File: src/hw/RegisterFile.sv
`timescale 1ns/1ps
`default_nettype none

module RegisterFile (
  input  logic        clk,
  input  logic        arstN,
  input  logic [4:0]  rs1,
  input  logic [4:0]  rs2,
  input  logic [4:0]  rd,
  input  logic [31:0] wrData,
  input  logic        wrEn,
  output logic [31:0] rs1Value,
  output logic [31:0] rs2Value
);

  logic [31:0] regs [32];
  logic        writing;

  assign writing = wrEn && (rd != 5'd0);

  always_ff @(posedge clk or negedge arstN) begin
    if (!arstN) begin
      for (int i = 0; i < 32; i++) begin
        regs[i] <= '0;
      end
    end else if (writing) begin
      regs[rd] <= wrData;
    end
  end

  // Write-first bypass so WB and ID can overlap
  assign rs1Value = (writing && rd == rs1) ? wrData : regs[rs1];
  assign rs2Value = (writing && rd == rs2) ? wrData : regs[rs2];

endmodule

`default_nettype wire

File: config.mk
export PLATFORM = sky130hd
export DESIGN_NAME = RegisterFile
export DESIGN_NICKNAME = d
export VERILOG_FILES = /design/src/hw/RegisterFile.sv
export SDC_FILE = /design/constraint.sdc
export NUM_CORES = 2
export LEC_CHECK = 0
export ABC_AREA = 1
export BUFFER_PORTS_ARGS = -buffer_cell sky130_fd_sc_hd__buf_2
export CAP_MARGIN = 30
export CORE_MARGIN = 1.5
export CORE_UTILIZATION = 30
export DETAILED_ROUTE_END_ITERATION = 8
export PLACE_DENSITY = 0.55
export SYNTH_ARGS = -nofsm -noshare
export SYNTH_HDL_FRONTEND = slang
export SYNTH_SLANG_ARGS = --single-unit
File: constraint.sdc
create_clock -name clk -period 4.88 [get_ports clk]
set_input_delay 0.976 -clock clk [delete_from_list [all_inputs] [get_ports clk]]
set_output_delay 0.976 -clock clk [all_outputs]
set_load 0.05 [all_outputs]
==> impl_metrics.toml <==
[global_routing]
grt_overflow_total = 0
antenna_found_initial = 5
grt_usage_pct = 24.1
grt_pass1_vias = 54400
grt_max_degree = 153
grt_pass1_wl_um = 354000

[floorplan]
ios = 114
die_y_um = 438
coreArea_mm2 = 0.188
start_util_pct = 30.2
rows = 159
dieArea_mm2 = 0.192
die_x_um = 438

[placed_design]
post-dp-hpwl_um = 124000
place_congestion = 0.834
port_buffers = 113

[clock_tree]
clk_pin_slew_worst_paths_ns = 0.06
cts_resized = 0
cts_hold_buf = 0
cts-root-buf = "clkbuf_16"
cts.sinks = 1024
post_cts_buffers = 0
clock_path_buffers = 3
insertion_delay_ns = 0.73
cts_tree = "built"
htreeDepth = 3
cts_inserted_buffers = 117

[sta]
worst_hold_slack_ns = 0.234
rsz0062_at_grt = "false"
hold_viol = 0
drv_slew = 0
setup_viol = 0
fmax_mhz = 226
setup-tns-final_ns = 0
timing.final.crit_share_pct = 90.6
fin_skew_ns = 0
fin_crit_ns = 4.42
max-slew-margin-rel_pct = 27.6
tightest_slew_ns = 1.09

[finish]
area_growth_pct = 13.3
top_register = "regs"
drive_gt1_share_pct = 6.27
top_regs = "regs: 1024 flops"
nets = 8002
largest_reg_flops = 1024
final_util_pct = 34.2

[run_status]
violations = "design-rule violations"
status = "finished with violations"

[critical_path]
slowest_stage = "nor3_1"
r2r_cells = 2
cp-start-kind = "input pin"
critPathCapture = "rs2Value[8]"
r2r_setup_slack_ns = 4.11
crit_fanout = 10
r2r_start = "regs[961]"
path_buf_inv = 5
worstPathArrival_ns = 3.45
crit_required_ns = 3.90
cpPeakStageDelay_ns = 0.39
cpLargestDelayFamily = "buffers and inverters"
r2r-end = "regs[961]"
cp_cell_sequence = "buf_2 -> inv_2 -> nand2_1 -> nand4_1 -> nor3_1 -> nand2_4 -> inv_2 -> buf_4 -> nand2_1 -> nand2_1 -> buf_12"
crit_path_frequent_cell = "nand2_1"
startpoint = "rd[2]"
worstSetupEndpointType = "primary output"
crit_type = "input pin to primary output"
cp.depth = 11

[min_path]
min_path_type = "input pin to asynchronous set/reset pin"

[power_and_ir_drop]
irDropWorstVdd_v = 0.000272
power_leakage_nw = 29.9
cellPowerDensity_mw_per_mm2 = 408

[yosys]
yosys.area.top_type = "dfrtp_1"
synth.distinct_cells = 22
syn_nets = 8386
synth_area_per_cell_um2 = 6.80
seq_area_frac_synth_pct = 45.2
synth_area_mm2 = 0.0567
yosys_warnings = 0
synth_area_leaders = "dfrtp_1 45%, nand2_1 23%, nand3_1 15%"
netlist_instances = 8336
ys_ff_latch = 1024
yosys.area.top_type_share_pct = 45.2

[drt]
initialDrtViolationCount = 6702
vias_per_cell = 5.43
route.vias.total = 57300
drc = 10
ant_nets = 0
wirelength_um = 236000
wire_per_inst_um = 22.3
dr.pass1.iters = 8

[job]
drv_cap = 0
-- worst reg2reg max path, cell delays in order (launching register included) --
cell	delay [ns]
dfrtp_1	0.42
nand2_1	0.08
o21ai_0	0.10
-- per-layer routing --
metal / vias to the layer above / wire [µm] / global-route usage, %
li1: 26400 / - / -
met1: 27400 / 96300 / 31.0
met2: 2888 / 107000 / 39.4
met3: 564 / 19700 / 3.47
met4: 2 / 12100 / 12.0
met5: - / 9 / 0
-- cell usage after synthesis --
cell and n:
nand2_1 3542, nand3_1 1735, dfrtp_1 1024, o21ai_0 811, clkbuf_1 659, nor2_1 158, a21oi_1 157, inv_1 78
buf_2 57, buf_1 47, o21ai_1 26, inv_2 8, nand2_2 8, nor3_1 7, nor2_2 4, nor3_2 4
nand4_1 3, xor2_1 3, o211ai_1 2, clkbuf_2 1, clkinv_1 1, nor4_4 1
-- kinds of logic after synthesis --
logic type	Yosys count	synth area share [%]
compound gates	996	8.81
xor+xnor	3	0.0464
buf+inv	851	5.76
flops	1024	45.2
simple gates	5462	40.2
-- report_power, final --
group	switching, mW	internal, mW
Combinational	3.39	1.90
Clock	3.85	5.74
Sequential	1.24	10.1
-- layout by cell type (no fill, tap or decap), drive strengths merged --
| cell | synthesis | routed |
|---|---|---|
| nand2 | 3550 | 3550 |
| nand3 | 1735 | 1735 |
| dfrtp | 1024 | 1024 |
| o21ai | 837 | 837 |
| buf | 104 | 260 |
| clkbuf | 660 | 170 |
| nor2 | 162 | 162 |
| a21oi | 157 | 157 |
| inv | 86 | 87 |
| clkinv | 1 | 25 |
| bufinv | 0 | 17 |
| nor3 | 11 | 11 |
| clkinvlp | 0 | 4 |
| diode | 0 | 3 |
| xor2 | 3 | 3 |
| nand4 | 3 | 3 |
| o211ai | 2 | 2 |
| nor4 | 1 | 1 |
-- final cells by class --
type	count	area (µm²)
clock inverters	46	707
multi-input cells	6461	28000
repair buffers	261	2990
fillers	20000	124000
clock buffers	169	3430
flip-flops and latches	1024	25600
well taps	2495	3120
diodes	3	7.51
inverters	87	372
-- how the worst min path moves through the flow --
stage,start,endpoint,cells after the start
CTS,arstN,regs[201],1
finish,arstN,regs[201],1
floorplan,regs[1022],regs[1022],1
global placement,regs[1022],regs[1022],0
detailed placement,regs[1022],regs[1022],0
global route,arstN,regs[201],1
-- per-stage QoR --
stage	total power [mW]	instance area (µm²)	cells	worst slack, ns
after CTS	26.3	64200	10500	0.482
after detailed placement	16.7	60100	10300	0.501
final	26.2	64200	10500	0.458
after global routing	27.6	64200	10500	0.388
after global placement	16.5	59800	10300	0.513
after floorplan	14.9	56700	8336	1.38
(Power assumes the default switching activity.)
