## src/hw/cpuPkg.sv

```systemverilog
`default_nettype none

package cpuPkg;

  // Major opcodes of the supported subset
  typedef enum logic [6:0] {
    opR      = 7'b0110011,
    opImm    = 7'b0010011,
    opLoad   = 7'b0000011,
    opStore  = 7'b0100011,
    opBranch = 7'b1100011
  } opcodeE;

  typedef enum logic [3:0] {
    aluAdd = 4'd0,
    aluSub = 4'd1,
    aluAnd = 4'd2,
    aluOr  = 4'd3,
    aluSlt = 4'd4
  } aluOpE;

  // Operand source in EX
  typedef enum logic [1:0] {
    fwdReg = 2'd0,
    fwdWb  = 2'd1,
    fwdMem = 2'd2
  } fwdSelE;

  typedef struct packed {
    logic  branch;
    logic  memRead;
    logic  memWrite;
    logic  memToReg;
    logic  regWrite;
    logic  aluSrc;
    aluOpE aluOp;
  } ctrlT;

  typedef struct packed {
    logic        valid;
    logic [31:0] pc;
    logic [31:0] instr;
  } ifIdT;

  typedef struct packed {
    logic        valid;
    logic [31:0] pc;
    logic [31:0] rs1Value;
    logic [31:0] rs2Value;
    logic [4:0]  rs1;
    logic [4:0]  rs2;
    logic [4:0]  rd;
    logic [31:0] imm;
    ctrlT        ctrl;
  } idExT;

  typedef struct packed {
    logic [31:0] aluResult;
    logic [31:0] storeData;
    logic [4:0]  rd;
    logic        memRead;
    logic        memWrite;
    logic        memToReg;
    logic        regWrite;
  } exMemT;

  typedef struct packed {
    logic [31:0] memData;
    logic [31:0] aluResult;
    logic [4:0]  rd;
    logic        memToReg;
    logic        regWrite;
  } memWbT;

  // One entry per register write
  typedef struct packed {
    logic        valid;
    logic [4:0]  rd;
    logic [31:0] data;
  } retireT;

endpackage

`default_nettype wire

```

## src/hw/Alu.sv

```systemverilog
`timescale 1ns/1ps
`default_nettype none

module Alu import cpuPkg::*; (
  input  aluOpE       op,
  input  logic [31:0] a,
  input  logic [31:0] b,
  output logic [31:0] result,
  output logic        zero
);

  logic lessThan;

  assign lessThan = $signed(a) < $signed(b);

  always_comb begin
    case (op)
      aluAdd:  result = a + b;
      aluSub:  result = a - b;
      aluAnd:  result = a & b;
      aluOr:   result = a | b;
      aluSlt:  result = {31'd0, lessThan};
      default: result = '0;
    endcase
  end

  // Used by BEQ
  assign zero = (result == 32'd0);

endmodule

`default_nettype wire

```

## config.mk

```make
export PLATFORM = sky130hd
export DESIGN_NAME = Alu
export DESIGN_NICKNAME = d
export VERILOG_FILES = /design/src/hw/cpuPkg.sv /design/src/hw/Alu.sv
export SDC_FILE = /design/constraint.sdc
export NUM_CORES = 1
export LEC_CHECK = 0
export ABC_AREA = 0
export BUFFER_PORTS_ARGS = -buffer_cell sky130_fd_sc_hd__buf_2
export CORE_MARGIN = 2
export CORE_UTILIZATION = 45
export DETAILED_ROUTE_END_ITERATION = 7
export PLACE_DENSITY = 0.74
export RECOVER_POWER = 100
export SLEW_MARGIN = 20
export SYNTH_ARGS = -nofsm -noshare
export SYNTH_HDL_FRONTEND = slang
export SYNTH_SLANG_ARGS = --single-unit
```

## constraint.sdc

```tcl
create_clock -name vclk -period 8.8
set_clock_uncertainty 0.2 [all_clocks]
set_input_delay 1.32 -clock vclk [all_inputs]
set_output_delay 1.32 -clock vclk [all_outputs]
set_load 0.02 [all_outputs]
```

==> metrics.txt <==
Cell Area, Synth=0.00522 sq mm; ranking of synthesized cells by area=ha_1 25%, a21oi_1 6.9%, inv_1 6.5%; maximum number of pins on one net before global-route repair=52; most used cell, CP=buf_2; Syn Inst Count=774; max layer used=met4; Tmin final=7190 ps; Setup TNS=0 ps; top cell type's share of synthesized area=0.249; sequential standard cell area=0 sq um; Hold/Removal Path Class=input pin to output pin; drt initial violations=897; HPWL after detailed placement=13,700 microns; Post-CTS Setup Bufs=0; total core area=0.0114 sq mm; Area growth, synth to finish=8.05%; Hold WS=2980 ps; crit path to=zero; power per standard cell area=65.1 mW/mm^2; # resized after CTS=0; CP Data Required Time=7280 ps; Final Power=0.367 mW; met3 wire len=1490 microns; Mapped Nets=948; total number of vias=6,124; Total GRT Usage=0.260; Worst setup EP type=output pin; final wirelength=17,100 microns; DR vias/cell=6.25; total global routing overflow=0; routed metal-1 wirelength=7490 microns; die height=112 microns; Max stage delay on crit path=630 ps; die width=112 microns; Antenna Nets Post-Route=0; die area=0.0125 sq mm; Max Slew Vio Count=0; clock buffers=0; dpl cell area=0.00569 sq mm; pre-CTS setup slack=1850 ps; CP Data Arrival Time=5670 ps; Setup-failing EPs final=0; crit-path cells=buf_2, inv_1, ha_1, o21bai_1, a21oi_1, o221ai_1, a221o_1, a211oi_1, o311ai_0, or3_2, or4_1, nor4b_2, and4b_1, buf_2; diodes inserted=0; leakage=2.70 nW; FF+latch count=0; initial antenna violation count=0; Ys Warns=0; routability cong.=0.992; critical path's slowest cell=a211oi_1; share of cells above drive strength 1=0.121; Synth cell types=78; worst setup slack after layout=1610 ps; maximum VDD drop=35.3 uV; WS Path Type=input pin to output pin; status=complete, no violations; Max Clk Rate=139 MHz; Design Area, Final=0.00564 sq mm; first-pass GRT wire length=27,600 microns; Seq/Total Area, Yosys=0; Levels on crit path=14; final core utilization=0.496; Worst setup SP type=input pin; MaxCap Viol Count=0; IO Pins=101; endpoints failing hold=0; Starting Density=0.459; critical path peak fanout=5; Finished Layout Cells=980; I/O Buffers=101; cell family with most CP delay=compound AO/OA/AOI/OAI gates; Slew @ Worst Pin=1230 ps; CP startpoint=a[1]; Post-Syn Area per Cell=6.75 sq um; TritonRoute pass-1 iters=5; dominant cell type by area after synthesis=ha_1; met2 WL=7630 microns; nets@finish=1,013; Placed Cells=980; Tcrit/Tclk final=0.817; Hold Buf Count CTS=0; Buffers & Inverters on Critical Path=3; cell with the most instances after synthesis=ha_1; Rows=39; RSZ-0062 raised after global routing=no; drt wl/cell=17.5 microns; vias in the first global route=5,575; DRC=0; max_slew headroom=0.161; Synth top cells by count=104 x ha_1, 91 x inv_1, 72 x a21oi_1
## per-layer routing
metal,up-vias,track usage
li1,2956,-
met1,2787,0.376
met2,341,0.421
met3,40,0.0158
met4,0,0.0650
met5,-,0
## worst min-delay path, delay by kind of cell
family          cells  cell delay [ps]
buf+inv             2              300
compound gates      1              150
simple gates        1               80
## how the worst min path moves through the flow
stage / slack (ps) / end / start / depth (start not counted)
5_1_grt: 2990 / result[0] / op[3] / 5
2_1_floorplan: 2630 / result[0] / op[3] / 3
3_3_place_gp: 2950 / result[0] / op[3] / 5
3_5_place_dp: 2950 / result[0] / op[3] / 5
6_report: 2980 / result[25] / op[3] / 4
4_1_cts: 2960 / result[0] / op[3] / 5
## layout make-up
type               count  area [sq um]
fillers             1227          5730
multi-input cells    638          4600
repair buffers       107           515
inverters             92           345
well taps            143           179
## logic make-up after synthesis
family,count (synthesis),synth area share
AOI/OAI and AO/OA,273,0.360
xor gates and xnor gates,19,0.0319
adders and majority gates,106,0.257
buffers and inverters,136,0.116
muxes,5,0.0120
and+or+nand+nor,235,0.223
## report_power, final
part / total [mW] / internal [mW] / switching [mW] / leakage [nW]
sequential: 0 / 0 / 0 / 0
combinational: 0.367 / 0.133 / 0.234 / 2.70
clock: 0 / 0 / 0 / 0
total: 0.367 / 0.133 / 0.234 / 2.70
## placed cells by master (no fill, tap or decap), drive strengths merged, types with 7 or more instances in the layout
master,netlist,final
clkbuf,30,26
nand3,10,10
a221o,9,9
o211ai,15,15
nor3,32,32
nor2,56,56
o221ai,15,15
buf,13,81
nand4,12,12
xnor2,14,14
a21oi,72,72
a21o,13,13
nand2,67,67
nor2b,7,7
or3,9,9
o21ai,43,43
o21a,9,9
o21bai,15,15
a211oi,15,15
ha,104,104
a31oi,9,9
inv,92,92
(Power assumes the default switching activity.)
