$ cat src/hw/cpuPkg.sv
`default_nettype none

package cpuPkg;

  // Major opcodes of the supported subset
  typedef enum logic [6:0] {
    opR      = 7'b0110011,
    opImm    = 7'b0010011,
    opLoad   = 7'b0000011,
    opStore  = 7'b0100011,
    opBranch = 7'b1100011
  } opcodeE;

  typedef enum logic [3:0] {
    aluAdd = 4'd0,
    aluSub = 4'd1,
    aluAnd = 4'd2,
    aluOr  = 4'd3,
    aluSlt = 4'd4
  } aluOpE;

  // Operand source in EX
  typedef enum logic [1:0] {
    fwdReg = 2'd0,
    fwdWb  = 2'd1,
    fwdMem = 2'd2
  } fwdSelE;

  typedef struct packed {
    logic  branch;
    logic  memRead;
    logic  memWrite;
    logic  memToReg;
    logic  regWrite;
    logic  aluSrc;
    aluOpE aluOp;
  } ctrlT;

  typedef struct packed {
    logic        valid;
    logic [31:0] pc;
    logic [31:0] instr;
  } ifIdT;

  typedef struct packed {
    logic        valid;
    logic [31:0] pc;
    logic [31:0] rs1Value;
    logic [31:0] rs2Value;
    logic [4:0]  rs1;
    logic [4:0]  rs2;
    logic [4:0]  rd;
    logic [31:0] imm;
    ctrlT        ctrl;
  } idExT;

  typedef struct packed {
    logic [31:0] aluResult;
    logic [31:0] storeData;
    logic [4:0]  rd;
    logic        memRead;
    logic        memWrite;
    logic        memToReg;
    logic        regWrite;
  } exMemT;

  typedef struct packed {
    logic [31:0] memData;
    logic [31:0] aluResult;
    logic [4:0]  rd;
    logic        memToReg;
    logic        regWrite;
  } memWbT;

  // One entry per register write
  typedef struct packed {
    logic        valid;
    logic [4:0]  rd;
    logic [31:0] data;
  } retireT;

endpackage

`default_nettype wire

$ cat src/hw/HazardUnit.sv
`timescale 1ns/1ps
`default_nettype none

module HazardUnit import cpuPkg::*; (
  input  logic       clk,
  input  logic       arstN,
  input  logic [4:0] idRs1,
  input  logic [4:0] idRs2,
  input  logic [4:0] exRs1,
  input  logic [4:0] exRs2,
  input  logic [4:0] exRd,
  input  logic       exMemRead,
  input  logic [4:0] memRd,
  input  logic       memRegWrite,
  input  logic [4:0] wbRd,
  input  logic       wbRegWrite,
  output logic       stall,
  output fwdSelE     fwdA,
  output fwdSelE     fwdB
);

  // Youngest producer wins
  function automatic fwdSelE pickFwd(input logic [4:0] src);
    if (memRegWrite && memRd != 5'd0 && memRd == src) begin
      return fwdMem;
    end else if (wbRegWrite && wbRd != 5'd0 && wbRd == src) begin
      return fwdWb;
    end
    return fwdReg;
  endfunction

  assign fwdA = pickFwd(exRs1);
  assign fwdB = pickFwd(exRs2);

  // Load result not ready until MEM
  assign stall = exMemRead && (exRd != 5'd0) && (exRd == idRs1 || exRd == idRs2);

  // The inserted bubble clears the load from EX, so a stall lasts one cycle
  assert property (@(posedge clk) disable iff (!arstN) stall |=> !stall)
    else $error("Load-use stall held for two cycles");

endmodule

`default_nettype wire

$ cat config.mk
export PLATFORM = sky130hd
export DESIGN_NAME = HazardUnit
export DESIGN_NICKNAME = d
export VERILOG_FILES = /design/src/hw/cpuPkg.sv /design/src/hw/HazardUnit.sv
export SDC_FILE = /design/constraint.sdc
export NUM_CORES = 1
export LEC_CHECK = 0
export ABC_AREA = 0
export BUFFER_PORTS_ARGS = -buffer_cell sky130_fd_sc_hd__buf_2
export CAP_MARGIN = 20
export CELL_PAD_IN_SITES_DETAIL_PLACEMENT = 1
export CELL_PAD_IN_SITES_GLOBAL_PLACEMENT = 1
export CORE_UTILIZATION = 24
export DETAILED_ROUTE_END_ITERATION = 12
export PLACE_DENSITY = 0.95
export SLEW_MARGIN = 20
export SYNTH_ARGS = -nofsm -noshare
export SYNTH_HDL_FRONTEND = slang
export SYNTH_SLANG_ARGS = --single-unit
$ cat constraint.sdc
create_clock -name vclk -period 3.3
set_input_delay 0.33 -clock vclk [all_inputs]
set_output_delay 0.33 -clock vclk [all_outputs]
set_load 0.03 [all_outputs]
==> flow_summary.rst <==
.. list-table::
   :header-rows: 1

   * - Metric
     - Value
   * - Mapped Cells
     - between 40 and 50
   * - Final Net Count
     - 134
   * - Count leader, synth
     - xor2_1
   * - Routed wire length
     - between 1000 and 1500 µm
   * - Chip Height
     - roughly 42 µm
   * - Total core area
     - between 1500 and 2000 µm²
   * - Hold Path Cell Cnt
     - 4
   * - Max-cap check violation count
     - 0
   * - LEAKAGE
     - 0.000301 µW
   * - Share of the clock period used by the worst path after layout
     - between 60% and 70%
   * - Non-Filler Instances
     - 108
   * - Required time of the critical path
     - 2.97 ns
   * - Count of boundary I/O pins
     - 45
   * - HPWL after DPL
     - 1330 µm
   * - CP arrival
     - 1.75 ns
   * - Initial core utilization
     - 26.0%
   * - Unrepaired setup endpoints after global routing
     - no
   * - Synthesized Nets
     - between 80 and 90
   * - Setup TNS
     - 0 ns
   * - Slew Viols, Final
     - 0
   * - CP max FO
     - 3
   * - Number of distinct library cells after synthesis
     - 11
   * - Max transition margin
     - 72.4%
   * - Yosys warnings
     - 0
   * - Slew at the pin closest to its max-slew limit
     - 0.410 ns
   * - Weighted congestion at the end of routability-driven global placement
     - 0.801
   * - Most instantiated cells after synthesis
     - 20 x xor2_1, 10 x xnor2_1, 5 x or4_1
   * - Area of the die
     - about 1800 µm²
   * - Pin count of the biggest net entering global routing
     - 4
   * - Count of antenna-violating nets left after detailed routing
     - 0
   * - Fmax
     - 0.481 GHz
   * - Die span in x
     - between 40 and 50 µm
   * - Seq/Total Area, Yosys
     - 0%
   * - Initial antenna violation count
     - 0
   * - Number of instances resized during post-cts repair
     - 0
   * - Largest cells by area after synthesis
     - xor2_1 45%, xnor2_1 22%, or4_1 9.6%, nor4_2 6.4%, nand3_1 5.1%
   * - Buffers on Ports
     - 43
   * - Vias in the first global route
     - 574
   * - Power per standard cell area
     - 120 nW/µm²
   * - Sequential cell count of the final layout
     - 0
   * - Detailed-router iteration count before antenna repair
     - 2
   * - Result of the run
     - finished, final reports clean
   * - Final number of hold-violating endpoints
     - 0
   * - Number of fillers in the final layout
     - 210
   * - Worst Setup Start Kind
     - primary input
   * - Area growth from synthesis to layout
     - 60.1%
   * - Total overflow reported by the global router
     - 0
   * - Setup fix buffers added after clock tree synthesis
     - 0
   * - Critical Setup Path Class
     - primary input to primary output
   * - Antenna fix cells
     - 0
   * - Classification of the worst-slack hold path
     - primary input to primary output
   * - Avg Inst Size Synth
     - 7.99 µm²
   * - Total standard cell area after synthesis
     - around 390 µm²
   * - Total GRT Usage
     - 16.8%
   * - Row Count
     - 14
   * - Wire per inst
     - 12.7 µm
   * - Via-per-instance ratio
     - 4.73
   * - Wire length of the first global-routing pass
     - 2440 µm
   * - Vias
     - roughly 500
   * - Iteration-0 DRC Markers
     - 2
   * - Share of post-route cells with drive strength above 1
     - 50.0%
   * - DRC violation count after routing
     - 0
   * - Clock buffers
     - 0
   * - Placed cell count
     - 108
   * - Share of the synthesized area in the top cell type
     - 44.7%
   * - Element type at the critical path end
     - primary output
   * - VDD IR max
     - 0.0388 mV
   * - Yosys top cell by area
     - xor2_1
   * - Setup-violating endpoint count in the final report
     - 0
   * - Final worst path period need
     - about 2.1 ns
   * - Hold buffer count at cts
     - 0
   * - Reg area
     - 0 µm²
-- cell type report --
class,count,area (µm²),area share (%)
Tap cell,16,20.0,3.19
Timing Repair Buffer,43,215,34.3
Multi-Input combinational cell,49,392,62.5
-- metal layers --
| metal | vias up | routed length (µm) | share of wire (%) | track usage, % |
|---|---|---|---|---|
| met5 | - | 0 | 0 | 0 |
| met2 | 9 | 789 | 58 | 32.6 |
| met3 | 0 | 29 | 2.1 | 0.431 |
| met4 | 0 | 0 | 0 | 0 |
| li1 | 262 | - | - | - |
| met1 | 240 | 549 | 40 | 21.6 |
-- layout by cell type (no fill, tap or decap), types with 2 or more instances in the layout --
cell,n
buf_2,43
nand3_1,4
nor3_1,2
nor4_1,2
nor4_2,2
or4_1,5
xnor2_1,10
xor2_1,20
-- critical path, cell delays in order --
cell and delay [ns]:
buf_2 0.13, or4_1 0.55, o21ai_2 0.15, nor4_1 0.09, nor4_2 0.26, buf_2 0.23
-- power breakdown --
part           internal [µW]  switching [µW]  total, µW
clock                      0               0          0
combinational           38.5            36.7       75.1
sequential                 0               0          0
total                   38.5            36.7       75.1
-- final timing paths --
| kind | from | endpoint |
|---|---|---|
| worst max-delay path | memRd[1] | fwdB[0] |
| worst min-delay path | exMemRead | stall |
-- through the flow --
stage / instance area, µm² / worst slack (ns) / total power (µW) / util, % / hold WS, ns
floorplan: 392 / 1.05 / 35.4 / - / 0.839
global placement: 627 / 1.23 / 73.4 / 41.6 / 1.03
detailed placement: 627 / 1.22 / 76.4 / 41.6 / 1.04
CTS: 627 / 1.22 / 76.6 / 41.6 / 1.04
global route: 627 / 1.12 / 84.6 / 41.6 / 1.08
finish: 627 / 1.22 / 75.1 / 41.6 / 1.04
-- logic make-up after synthesis --
group and synth area share, %:
AO/OA/AOI/OAI 6.07, XOR/XNOR 67.1, AND/OR/NAND/NOR 26.8
Power figures use the tool's default switching activity.
