===== src/dv/nopProgram.hex =====
// One 32-bit instruction word per line, starting at word 0
// 00000013 encodes addi x0, x0, 0
00000013
00000013
00000013
00000013
00000013
00000013
00000013
00000013
00000013
00000013
00000013
00000013
00000013
00000013
00000013
00000013
00000013
00000013
00000013
00000013
00000013
00000013


===== src/hw/MemoryHandler.sv =====
`timescale 1ns/1ps
`default_nettype none

module MemoryHandler #(
  parameter int imemWords = 64,
  parameter int dmemWords = 64
) (
  input  logic                         clk,
  input  logic                         loadEn,
  input  logic [$clog2(imemWords)-1:0] loadAddr,
  input  logic [31:0]                  loadData,
  input  logic [31:0]                  pc,
  input  logic [31:0]                  dataAddr,
  input  logic [31:0]                  dataIn,
  input  logic                         dataWrite,
  output logic [31:0]                  instr,
  output logic [31:0]                  dataOut
);

  localparam int imemAw = $clog2(imemWords);
  localparam int dmemAw = $clog2(dmemWords);

  logic [31:0] imem [imemWords];
  logic [31:0] dmem [dmemWords];

  logic [imemAw-1:0] fetchIdx;
  logic [dmemAw-1:0] dataIdx;

  // Boot image until a program is loaded
  initial begin
    $readmemh("/design/src/dv/nopProgram.hex", imem);
  end

  always_ff @(posedge clk) begin
    if (loadEn) begin
      imem[loadAddr] <= loadData;
    end
  end

  assign fetchIdx = pc[imemAw+1:2];
  assign instr    = imem[fetchIdx];

  // Word addressed so the byte offset is ignored
  assign dataIdx = dataAddr[dmemAw+1:2];
  assign dataOut = dmem[dataIdx];

  always_ff @(posedge clk) begin
    if (dataWrite) begin
      dmem[dataIdx] <= dataIn;
    end
  end

  // Stores from EX/MEM must land inside data memory
  assert property (@(posedge clk) dataWrite |-> (dataAddr[31:2] < dmemWords))
    else $error("Store to word %0d beyond data memory", dataAddr[31:2]);

endmodule

`default_nettype wire


===== config.mk =====
export PLATFORM = sky130hd
export DESIGN_NAME = MemoryHandler
export DESIGN_NICKNAME = d
export VERILOG_FILES = /design/src/hw/MemoryHandler.sv
export SDC_FILE = /design/constraint.sdc
export NUM_CORES = 2
export LEC_CHECK = 0
export BUFFER_PORTS_ARGS = -buffer_cell sky130_fd_sc_hd__buf_2
export CORE_ASPECT_RATIO = 0.5
export CORE_MARGIN = 1
export CORE_UTILIZATION = 45
export CTS_CLUSTER_SIZE = 10
export DETAILED_ROUTE_END_ITERATION = 7
export GPL_TIMING_DRIVEN = 1
export PLACE_DENSITY_LB_ADDON = 0.1
export SLEW_MARGIN = 5
export SYNTH_ARGS = -nofsm -noshare
export SYNTH_HDL_FRONTEND = slang
export SYNTH_SLANG_ARGS = --single-unit

===== constraint.sdc =====
create_clock -name clk -period 5 [get_ports clk]
set_input_delay 0.5 -clock clk [delete_from_list [all_inputs] [get_ports clk]]
set_output_delay 0.5 -clock clk [all_outputs]
set_load 0.03 [all_outputs]

==> qor.log <==
qor: run_status.outcome completed
qor: final_layout.final_nets 7942
qor: die.fp-row-count 152
qor: final_layout.ff_latch_area 123000 sq um
qor: route.drt-wirelength-per-cell 38.23 microns
qor: global_routing.grt_pass1_vias 80510
qor: clock_network.cts_hold_repair.buffers 0
qor: critical_path.element_type_at_the_critical_path_start primary input
qor: global_routing.global_route_congestion_overflow_total 0
qor: yosys.post_synth_mux_area_share 0.1397
qor: power_and_ir_drop.clkPwrFrac 0.404
qor: yosys.post_synth_and_or_nand_nor_area_fraction 0.01431
qor: timing.max_freq 204.2 MHz
qor: clock_network.htree_levels 5
qor: yosys.synthFlopType sky130_fd_sc_hd__edfxtp_1
qor: clock_network.cts_inserted_buffers 452
qor: power_and_ir_drop.comb_power_share 0.059
qor: final_layout.fraction_of_final_layout_cells_sized_beyond_drive_strength_1 0.2797
qor: yosys.synth_enable_flop_cells 4096
qor: yosys.synth.yosys.warnings 0
qor: power_and_ir_drop.power.switching_fraction 0.2187
qor: yosys.ys_async_sr_fraction 0
qor: clock_network.tritoncts_clock_tree built
qor: timing.final.min_clock_period 4897 ps
qor: route.iteration_0_drc_count_of_the_detailed_router 10930
qor: route.met2WireLength 225400 microns
qor: route.detailedRoute.firstPassIterationCount 6
qor: route.drc_violations_left 0
qor: placed_design.portBuffers 148
qor: yosys.synth_top_area_share 0.7883
qor: timing.rsz0062_at_grt false
qor: critical_path.timing.setup.critical_path_class in -> out
qor: timing.slew_headroom 0.1188
qor: final_layout.filler_cell_count 26610
qor: clock_network.post_cts.resized_instances 0
qor: global_routing.grt_start_max_net_pins 70
qor: min_path.hold_path_class in -> reg
qor: timing.slew_viol_final 0
qor: power_and_ir_drop.leakagePower 55.65 nW
qor: critical_path.cp-end-kind output pin
qor: yosys.ys_ff_latch 4096
qor: route.route.layer.met1.wl 192800 microns
qor: timing.timing.final.setup_violations 0
qor: global_routing.grtUsageTotal 0.2705
qor: clock_network.max-clock-path-buffers 4
qor: die.chipWidth 834.7 microns
qor: yosys.yosys.cell_types.count 57
qor: route.via_density_per_instance 6.469
qor: die.core-area 344000 sq um
qor: power_and_ir_drop.power.switching 15.51 mW
qor: critical_path.critical_path.max_fanout 57
qor: power_and_ir_drop.intPower 55.42 mW
qor: placed_design.gpl.final_weighted_congestion 0.8446
qor: final_layout.area_delta_synth_final 14.11%
qor: clock_network.worst_setup_hold_path_clk_slew 50 ps
qor: placed_design.place_hpwl 273200 microns
qor: critical_path.timing.critical_path.arrival 4400 ps
qor: yosys.synthTopCellsByArea sky130_fd_sc_hd__edfxtp_1, sky130_fd_sc_hd__mux4_2, sky130_fd_sc_hd__mux2i_1
qor: min_path.worstHoldPathCells 2
qor: yosys.synth_compound_gate_area_share 0.04431
qor: flow_run.cap_violations 0
qor: min_path.whs_endpoint dmem[59][3]
qor: route.drt.antenna.violating_nets 0
qor: clock_network.tritoncts_num_sinks 4096
qor: yosys.synth_adder_area_share 0
qor: yosys.synthesis.instances 7157
qor: yosys.synth_area_per_cell 21.80 sq um
qor: power_and_ir_drop.power_per_cell_area 398.4 nW/um^2
qor: clock_network.cts_root_buffer sky130_fd_sc_hd__clkbuf_16
qor: critical_path.critPathRequiredTime 4500 ps
qor: route.highest-signal-layer met5
qor: yosys.yosysSeqAreaShare 0.7883
qor: yosys.synth_area_leader_cell sky130_fd_sc_hd__edfxtp_1
qor: die.floorplan.die.height 418.4 microns
qor: power_and_ir_drop.fin_total_pwr 70.93 mW
qor: min_path.timing.hold.worst.start dataIn[3]
qor: clock_network.postCtsSetupBuffers 0
qor: die.floorplan.die_area 349200 sq um
qor: yosys.synth_area 156000 sq um
qor: timing.hold_viol_final 0
qor: yosys.post_synth_xor_area_fraction 0
qor: route.route.vias.total 80590
qor: yosys.synth_top_family_by_area multiplexers
qor: route.routed-wl-met3 40870 microns
qor: timing.worst_margin_pin_slew 1322 ps
qor: die.boundaryPins 201
qor: timing.post-route-period-util 0.9793
qor: die.initial_utilization 0.4535
qor: power_and_ir_drop.max-vdd-ir-drop 0.3216 mV
qor: final_layout.multiInputGateArea 32020 sq um
qor: power_and_ir_drop.power.sequential.fraction 0.537
qor: route.route.final.wire_length 476300 microns
qor: yosys.postSynthNetCount 7294
qor: timing.tns 0 ps
qor: global_routing.grt_antenna_before_repair 29
qor: global_routing.grt_pass1_wl 654700 microns
## Yosys cell counts, types with 19 or more instances
cell / n
sky130_fd_sc_hd__buf_1: 52
sky130_fd_sc_hd__buf_4: 33
sky130_fd_sc_hd__a221oi_1: 248
sky130_fd_sc_hd__buf_2: 193
sky130_fd_sc_hd__a21oi_1: 103
sky130_fd_sc_hd__edfxtp_1: 4096
sky130_fd_sc_hd__nand2_1: 147
sky130_fd_sc_hd__a221o_1: 31
sky130_fd_sc_hd__nand3_1: 19
sky130_fd_sc_hd__o22a_1: 19
sky130_fd_sc_hd__a22oi_1: 165
sky130_fd_sc_hd__o21ai_0: 74
sky130_fd_sc_hd__o2bb2ai_1: 19
sky130_fd_sc_hd__a22o_1: 39
sky130_fd_sc_hd__nor2_1: 251
sky130_fd_sc_hd__a211oi_1: 28
sky130_fd_sc_hd__mux2_2: 129
sky130_fd_sc_hd__nor2b_1: 19
sky130_fd_sc_hd__mux2i_1: 255
sky130_fd_sc_hd__o22ai_1: 142
sky130_fd_sc_hd__clkbuf_1: 149
sky130_fd_sc_hd__mux4_2: 789
## routing by layer
layer / global-route usage / vias up
met4: 0.08414 / 2
li1: - / 31650
met1: 0.3847 / 43870
met5: 0 / -
met3: 0.04645 / 843
met2: 0.4319 / 4224
## flip-flops by register name, summed over array words and instances (netlist names)
signal / cells
imem: 2048
dmem: 2048
## logic make-up after synthesis
| group | count (synthesis) |
|---|---|
| simple gates | 517 |
| mux | 1174 |
| flops | 4096 |
| compound gates | 931 |
| buf+inv | 439 |
## placed cells by master, fill, tap and decap left out, types with 7 or more instances in the layout
master	netlist	layout
sky130_fd_sc_hd__mux2_2	129	129
sky130_fd_sc_hd__edfxtp_1	4096	4096
sky130_fd_sc_hd__nor2_4	0	128
sky130_fd_sc_hd__mux4_2	789	789
sky130_fd_sc_hd__diode_2	0	7
sky130_fd_sc_hd__nand2_1	147	146
sky130_fd_sc_hd__nand2b_1	7	7
sky130_fd_sc_hd__o221ai_1	13	13
sky130_fd_sc_hd__or4_1	10	10
sky130_fd_sc_hd__a22oi_1	165	165
sky130_fd_sc_hd__a221oi_1	248	248
sky130_fd_sc_hd__nor2_1	251	121
sky130_fd_sc_hd__a211oi_1	28	28
sky130_fd_sc_hd__nor3_1	18	12
sky130_fd_sc_hd__inv_6	0	7
sky130_fd_sc_hd__nor2b_1	19	10
sky130_fd_sc_hd__a22o_1	39	39
sky130_fd_sc_hd__o22ai_1	142	142
sky130_fd_sc_hd__buf_4	33	399
sky130_fd_sc_hd__buf_2	193	141
sky130_fd_sc_hd__mux2i_1	255	255
sky130_fd_sc_hd__o21ai_0	74	74
sky130_fd_sc_hd__nand3_1	19	19
sky130_fd_sc_hd__nand4_1	12	12
sky130_fd_sc_hd__a21oi_1	103	103
sky130_fd_sc_hd__o22a_1	19	19
sky130_fd_sc_hd__a222oi_1	10	10
sky130_fd_sc_hd__o211ai_1	9	9
sky130_fd_sc_hd__buf_12	0	83
sky130_fd_sc_hd__clkbuf_16	0	457
sky130_fd_sc_hd__a221o_1	31	31
sky130_fd_sc_hd__o2bb2ai_1	19	19
## worst max-delay path: stages
cell,delay (ps)
sky130_fd_sc_hd__buf_8,580
sky130_fd_sc_hd__inv_8,390
sky130_fd_sc_hd__nand2_1,630
sky130_fd_sc_hd__o22ai_1,170
sky130_fd_sc_hd__o21ai_0,720
sky130_fd_sc_hd__buf_4,230
sky130_fd_sc_hd__o211ai_1,110
sky130_fd_sc_hd__or4_1,620
sky130_fd_sc_hd__buf_2,220
## layout make-up
type                       count  area share
sequential                  4096      0.6909
multi-input combinational   2622      0.1798
clock buffer                 463     0.06436
tap                         4620     0.03247
timing repair buffer         630     0.03069
clock inverter                17    0.001560
inverter                       3   0.0001476
antenna                        7  0.00009839
## metrics by stage
step                  util  instance area, sq um  setup WS (ps)  std cells  hold slack, ps
floorplan                -                156000           1260       7157           598.9
global placement    0.4833                166300          177.9      11970            1171
finish              0.5175                178000          103.3      12460           194.8
global route        0.5174                178000          143.3      12450           197.2
detailed placement  0.4833                166300          190.5      11970            1200
CTS                 0.5174                178000          165.0      12450           158.0
## worst max path at each step
stage	cells after the start	slack [ps]	start	endpoint
finish	9	100	dataAddr[2]	dataOut[17]
global route	9	140	dataAddr[2]	dataOut[17]
CTS	9	160	dataAddr[2]	dataOut[17]
detailed placement	9	190	dataAddr[2]	dataOut[17]
global placement	9	180	dataAddr[2]	dataOut[17]
floorplan	8	1260	dataAddr[4]	dmem[54][0]
## power by group through the flow
stage / registers (mW) / clock network [mW] / logic (mW)
after detailed placement: 38.8 / 0 / 4.18
after global placement: 38.8 / 0 / 4.12
final: 38.1 / 28.7 / 4.18
after floorplan: 38.8 / 0 / 2.07
after CTS: 38.1 / 29.1 / 4.19
after global routing: 38.1 / 30.3 / 4.33
Power figures use the tool's default switching activity.
