[config.mk]
export PLATFORM = sky130hd
export DESIGN_NAME = DecodeUnit
export DESIGN_NICKNAME = d
export VERILOG_FILES = /design/src/hw/cpuPkg.sv /design/src/hw/DecodeUnit.sv
export SDC_FILE = /design/constraint.sdc
export NUM_CORES = 1
export LEC_CHECK = 0
export ABC_AREA = 1
export BUFFER_PORTS_ARGS = -buffer_cell sky130_fd_sc_hd__buf_2
export CAP_MARGIN = 10
export CORE_MARGIN = 5
export CORE_UTILIZATION = 32
export DETAILED_ROUTE_END_ITERATION = 7
export PLACE_DENSITY = 0.86
export SYNTH_ARGS = -nofsm -noshare
export SYNTH_HDL_FRONTEND = slang
export SYNTH_SLANG_ARGS = --single-unit
[constraint.sdc]
create_clock -name vclk -period 2
set_input_delay 0.3 -clock vclk [all_inputs]
set_output_delay 0.3 -clock vclk [all_outputs]
set_load 0.02 [all_outputs]
[src/hw/cpuPkg.sv]
`default_nettype none

package cpuPkg;

  // Major opcodes of the supported subset
  typedef enum logic [6:0] {
    opR      = 7'b0110011,
    opImm    = 7'b0010011,
    opLoad   = 7'b0000011,
    opStore  = 7'b0100011,
    opBranch = 7'b1100011
  } opcodeE;

  typedef enum logic [3:0] {
    aluAdd = 4'd0,
    aluSub = 4'd1,
    aluAnd = 4'd2,
    aluOr  = 4'd3,
    aluSlt = 4'd4
  } aluOpE;

  // Operand source in EX
  typedef enum logic [1:0] {
    fwdReg = 2'd0,
    fwdWb  = 2'd1,
    fwdMem = 2'd2
  } fwdSelE;

  typedef struct packed {
    logic  branch;
    logic  memRead;
    logic  memWrite;
    logic  memToReg;
    logic  regWrite;
    logic  aluSrc;
    aluOpE aluOp;
  } ctrlT;

  typedef struct packed {
    logic        valid;
    logic [31:0] pc;
    logic [31:0] instr;
  } ifIdT;

  typedef struct packed {
    logic        valid;
    logic [31:0] pc;
    logic [31:0] rs1Value;
    logic [31:0] rs2Value;
    logic [4:0]  rs1;
    logic [4:0]  rs2;
    logic [4:0]  rd;
    logic [31:0] imm;
    ctrlT        ctrl;
  } idExT;

  typedef struct packed {
    logic [31:0] aluResult;
    logic [31:0] storeData;
    logic [4:0]  rd;
    logic        memRead;
    logic        memWrite;
    logic        memToReg;
    logic        regWrite;
  } exMemT;

  typedef struct packed {
    logic [31:0] memData;
    logic [31:0] aluResult;
    logic [4:0]  rd;
    logic        memToReg;
    logic        regWrite;
  } memWbT;

  // One entry per register write
  typedef struct packed {
    logic        valid;
    logic [4:0]  rd;
    logic [31:0] data;
  } retireT;

endpackage

`default_nettype wire

[src/hw/DecodeUnit.sv]
`timescale 1ns/1ps
`default_nettype none

module DecodeUnit import cpuPkg::*; (
  input  logic        clk,
  input  logic [31:0] instr,
  output ctrlT        ctrl,
  output logic [31:0] imm
);

  opcodeE     opcode;
  logic [2:0] funct3;
  logic       funct7b5;

  assign opcode   = opcodeE'(instr[6:0]);
  assign funct3   = instr[14:12];
  assign funct7b5 = instr[30];

  always_comb begin
    ctrl = '0;
    case (opcode)
      opR: begin
        ctrl.regWrite = 1'b1;
        case (funct3)
          3'b111:  ctrl.aluOp = aluAnd;
          3'b110:  ctrl.aluOp = aluOr;
          3'b010:  ctrl.aluOp = aluSlt;
          default: ctrl.aluOp = funct7b5 ? aluSub : aluAdd;
        endcase
      end
      opImm: begin
        ctrl.regWrite = 1'b1;
        ctrl.aluSrc   = 1'b1;
        ctrl.aluOp    = aluAdd;
      end
      opLoad: begin
        ctrl.memRead  = 1'b1;
        ctrl.memToReg = 1'b1;
        ctrl.regWrite = 1'b1;
        ctrl.aluSrc   = 1'b1;
        ctrl.aluOp    = aluAdd;
      end
      opStore: begin
        ctrl.memWrite = 1'b1;
        ctrl.aluSrc   = 1'b1;
        ctrl.aluOp    = aluAdd;
      end
      opBranch: begin
        // BEQ compares by subtraction
        ctrl.branch = 1'b1;
        ctrl.aluOp  = aluSub;
      end
      default: ctrl = '0;
    endcase
  end

  always_comb begin
    case (opcode)
      opImm, opLoad: imm = {{20{instr[31]}}, instr[31:20]};
      opStore:       imm = {{20{instr[31]}}, instr[31:25], instr[11:7]};
      opBranch:      imm = {{19{instr[31]}}, instr[31], instr[7], instr[30:25],
                            instr[11:8], 1'b0};
      default:       imm = '0;
    endcase
  end

  // A decoded instruction never both reads and writes data memory
  assert property (@(posedge clk) !(ctrl.memRead && ctrl.memWrite))
    else $error("Decode drives memRead and memWrite together");

endmodule

`default_nettype wire

==> results of run 1 <==
layout by cell type, fill, tap and decap left out:
| cell type | count |
|---|---|
| buf_2 | 68 |
| nand3_1 | 16 |
| nand2_1 | 15 |
| nor2_1 | 14 |
| inv_1 | 13 |
| inv_2 | 3 |
| nand2_2 | 2 |
| nand2_4 | 1 |
| nor2_8 | 1 |
| nor2_4 | 1 |
| nand3b_1 | 1 |
| o21ai_4 | 1 |
| nor2_2 | 1 |
| o21ai_1 | 1 |
| conb_1 | 1 |
| buf_4 | 1 |
power by group:
group,internal (uW),switching [uW]
Clock,0,0
Combinational,33.9,50.4
Sequential,0,0
Total,33.9,50.4
cells by family (layout without fill, tap and decap cells):
logic type             count (synthesis)  after routing
AND/OR/NAND/NOR                       52             52
other                                  1              1
AO/OA/AOI/OAI                          2              2
buffers and inverters                 38             85
cell type report:
class / count / area share
Timing Repair Buffer: 69 / 0.489
Tap cell: 16 / 0.0282
Inverter: 16 / 0.0845
Multi-Input combinational cell: 55 / 0.398
how the worst min path moves through the flow:
stage / start / to / slack (ns) / cells after the start
after floorplan: instr[6] / ctrl[7] / 0.68 / 1
after global placement: instr[4] / ctrl[6] / 0.89 / 3
after detailed placement: instr[4] / ctrl[6] / 0.90 / 3
after CTS: instr[4] / ctrl[6] / 0.90 / 3
after global routing: instr[4] / ctrl[8] / 0.93 / 3
final: instr[4] / ctrl[6] / 0.90 / 3
per-stage QoR:
step	std cells	area, um2
after global placement	156	711
after floorplan	93	515
final	156	711
after CTS	156	711
after global routing	156	711
after detailed placement	156	711
worst max-delay path: stages:
cell and delay [ns]:
buf_2 0.11, inv_2 0.06, nand2_4 0.06, nor2_8 0.20, o21ai_4 0.13, nor2_2 0.09
buf_4 0.18, buf_2 0.19
per-layer routing:
metal  up-vias  wire [um]  GRT usage
met5         -          0          0
met2        34        816      0.230
met1       280        530     0.0940
met4         0         12    0.00873
met3         2        177     0.0241
li1        356          -          -
==> impl_metrics.toml, run 1 <==
[route]
ant_nets = 0
routed_wl_um = 1540
vias_per_cell = 4.31
drt_first_iter_violations = 3
avgRoutedWirePerCell_um = 9.85
vias = 672
firstDrtPassIters = 4
drcViolationCount = 0

[global_routing]
overflow = 0
grt_max_degree = 21
grt_pass1_wl_um = 2280
grt_antenna_before_repair = 0
grt_pass1_vias = 560
grt_usage = 0.105

[placed_design]
dp_hpwl_um = 1370
place_congestion = 0.788
dp_slack_ns = 0.359
portBuffers = 68

[timing]
drv_slew = 0
holdWs_ns = 0.905
finalCritPeriodShare = 0.810
setup-tns-final_ns = 0
final_hold_viol_count = 0
rsz0062_at_grt = "false"
setup_ws_ns = 0.380
clock.fmax_ghz = 0.617
timing.final.crit_period_ns = 1.62
setup_viol = 0

[cts]
hold_buffers = 0
cts_resized = 0
postCtsSetupBuffers = 0

[floorplanning]
io_pins = 75
die_x_um = 50.0
die_h_um = 50.0
row_count = 14
start_util = 0.341
fp.coreArea_mm2 = 0.00151
die-area_mm2 = 0.00250

[final_layout]
antennaDiodeCount = 0
area_growth_pct = 38.5
layout-drive-gt1-share = 0.564
fill_cells = 164
nets = 175
multi_input_area_um2 = 283
num-clock-buffers = 0
n_sequential_cell = 0
seqCellArea_um2 = 0
fin_util = 0.472

[critical_path]
cp-startpoint = "instr[2]"
cp.required_ns = 1.70
end_kind = "output pin"
crit_path_max_fanout = 20
path_class = "in2out"
start_kind = "input pin"
cp.arrival_ns = 1.32
crit_end = "imm[27]"

[synth]
syn_inst = 93
synth-simple-area-share = 0.498
synth_area_leaders = "buf_4, nand3_1, nand2_1"
synth_nets = 126
synth_top_family_by_area = "simple AND/OR/NAND/NOR gates"
ys_types = 15
synth_top_area_frac = 0.307
yosys.area_share.adder = 0
synthXorXnorAreaFrac = 0
post-synth-top-area-cell = "buf_4"
yosysMostFrequentCell = "buf_4"
synth_compound_area_frac = 0.0415
synth_area_um2 = 513
avgSynthCellArea_um2 = 5.52
ys_seq_area_frac = 0
synthMuxAreaShare = 0
yosys-top-cells-count = "buf_4, nand3_1, nand2_1, nor2_1, inv_1"
ys_warn_count = 0

[pwr]
power.leakage_uw = 0.000574
power_density_mw_per_mm2 = 119
report.power.total_uw = 84.2
ir_drop_mv = 0.0519

[status]
status = "finished, final reports clean"

[min_path]
min_path_type = "in2out"

[flow_run]
maxCapViolations = 0
(Power assumes the default switching activity.)
==> inputs of run 2 (changes only) <==
- CORE_UTILIZATION: 32 -> 28
- PLACE_DENSITY: 0.86 -> 0.8
- clock period: 2 -> 1.4 ns (I/O delays scaled with it)
==> impl_metrics.toml, run 2 (synthesis results as in run 1) <==
[floorplanning]
row_count = 15
die_h_um = 52.8
io_pins = 75
die-area_mm2 = 0.00279
die_x_um = 52.8
fp.coreArea_mm2 = 0.00173
start_util = 0.297

[final_layout]
most-common-layout-cells = "buf_2, nand3_1, nand2_1, nor2_1, inv_1"
n_sequential_cell = 0
antennaDiodeCount = 0
nets = 179
layout-drive-gt1-share = 0.576
area_growth_pct = 48.0
layout_commonest_cell = "buf_2"
num-clock-buffers = 0
fill_cells = 213
seqCellArea_um2 = 0
multi_input_area_um2 = 294

[timing]
rsz0062_at_grt = "true"
finalCritPeriodShare = 0.950
drv_slew = 0
clock.fmax_ghz = 0.752
setup_ws_ns = 0.0698
setup_viol = 0
holdWs_ns = 0.725
final_hold_viol_count = 0
timing.final.crit_period_ns = 1.33

[critical_path]
crit_family = "simple AND/OR/NAND/NOR gates"
crit_path_max_fanout = 10
cp.arrival_ns = 1.12
cp_cell_sequence = "buf_2 -> inv_2 -> nand2_4 -> nor2_8 -> o21ai_4 -> nor2_2 -> buf_2"
cp-startpoint = "instr[2]"
start_kind = "input pin"
path_class = "in2out"
critPathSlowestCell = "nor2_2"
slowest_delay_ns = 0.26
cp.buffers_inverters = 3
cp.required_ns = 1.19
cp_common_cell = "buf_2"
end_kind = "output pin"

[min_path]
min_path_type = "in2out"
hold_start = "instr[4]"

[pwr]
power.leakage_uw = 0.000590
ir_drop_mv = 0.0813
intPower_uw = 53.9
power_frac_seq = 0
combPwrFrac = 1.000
power_density_mw_per_mm2 = 170
power.share.clock = 0
sw_frac_of_total = 0.584
p_switching_uw = 75.5

[status]
status = "finished, final reports clean"

[cts]
hold_buffers = 0

[route]
firstDrtPassIters = 4
avgRoutedWirePerCell_um = 9.89
vias = 697
drt_first_iter_violations = 6
routed_wl_um = 1670
drcViolationCount = 0
vias_per_cell = 4.12
ant_nets = 0

[global_routing]
overflow = 0
grt_max_degree = 21
grt_pass1_wl_um = 2330
grt_antenna_before_repair = 0
grt_pass1_vias = 579
grt_usage = 0.104

[placed_design]
dp_hpwl_um = 1510
dp_slack_ns = 0.0616
portBuffers = 68
place_congestion = 0.761

[flow_run]
maxCapViolations = 0
run 2: layout make-up:
class,count,share of cell area
timing repair buffer,72,0.493
inverter,16,0.0791
multi-input combinational,56,0.387
tap,25,0.0412
run 2: what timing repair did:
action,in CTS,in global routing
gates resized for setup,0,1
endpoints found under the setup margin,0,21
setup buffers,0,0
run 2: worst paths after layout:
| path | to | depth (start not counted) |
|---|---|---|
| worst max-delay path | imm[18] | 7 |
| worst min-delay path | ctrl[8] | 3 |
run 2: routing by layer:
metal,wire length (um),vias to the layer above,part of all wire,GRT usage
met2,859,40,0.51,0.233
met1,561,292,0.34,0.105
met5,0,-,0,0
li1,-,365,-,-
met4,0,0,0,0
met3,251,0,0.15,0.00570
run 2: per-stage QoR:
step | cells | utilization | power [uW] | cell area (um2) | setup TNS [ns]
global route | 169 | 0.440 | 142 | 759 | -0.000984
detailed placement | 168 | 0.434 | 128 | 749 | 0
finish | 169 | 0.440 | 129 | 759 | 0
global placement | 168 | 0.434 | 124 | 749 | 0
floorplan | 93 | - | 72.6 | 520 | 0
CTS | 168 | 0.434 | 129 | 749 | 0
run 2: power by group through the flow:
stage | combinational (uW) | sequential [uW] | clock [uW]
finish | 129 | 0 | 0
global route | 142 | 0 | 0
CTS | 129 | 0 | 0
detailed placement | 128 | 0 | 0
global placement | 124 | 0 | 0
floorplan | 72.6 | 0 | 0
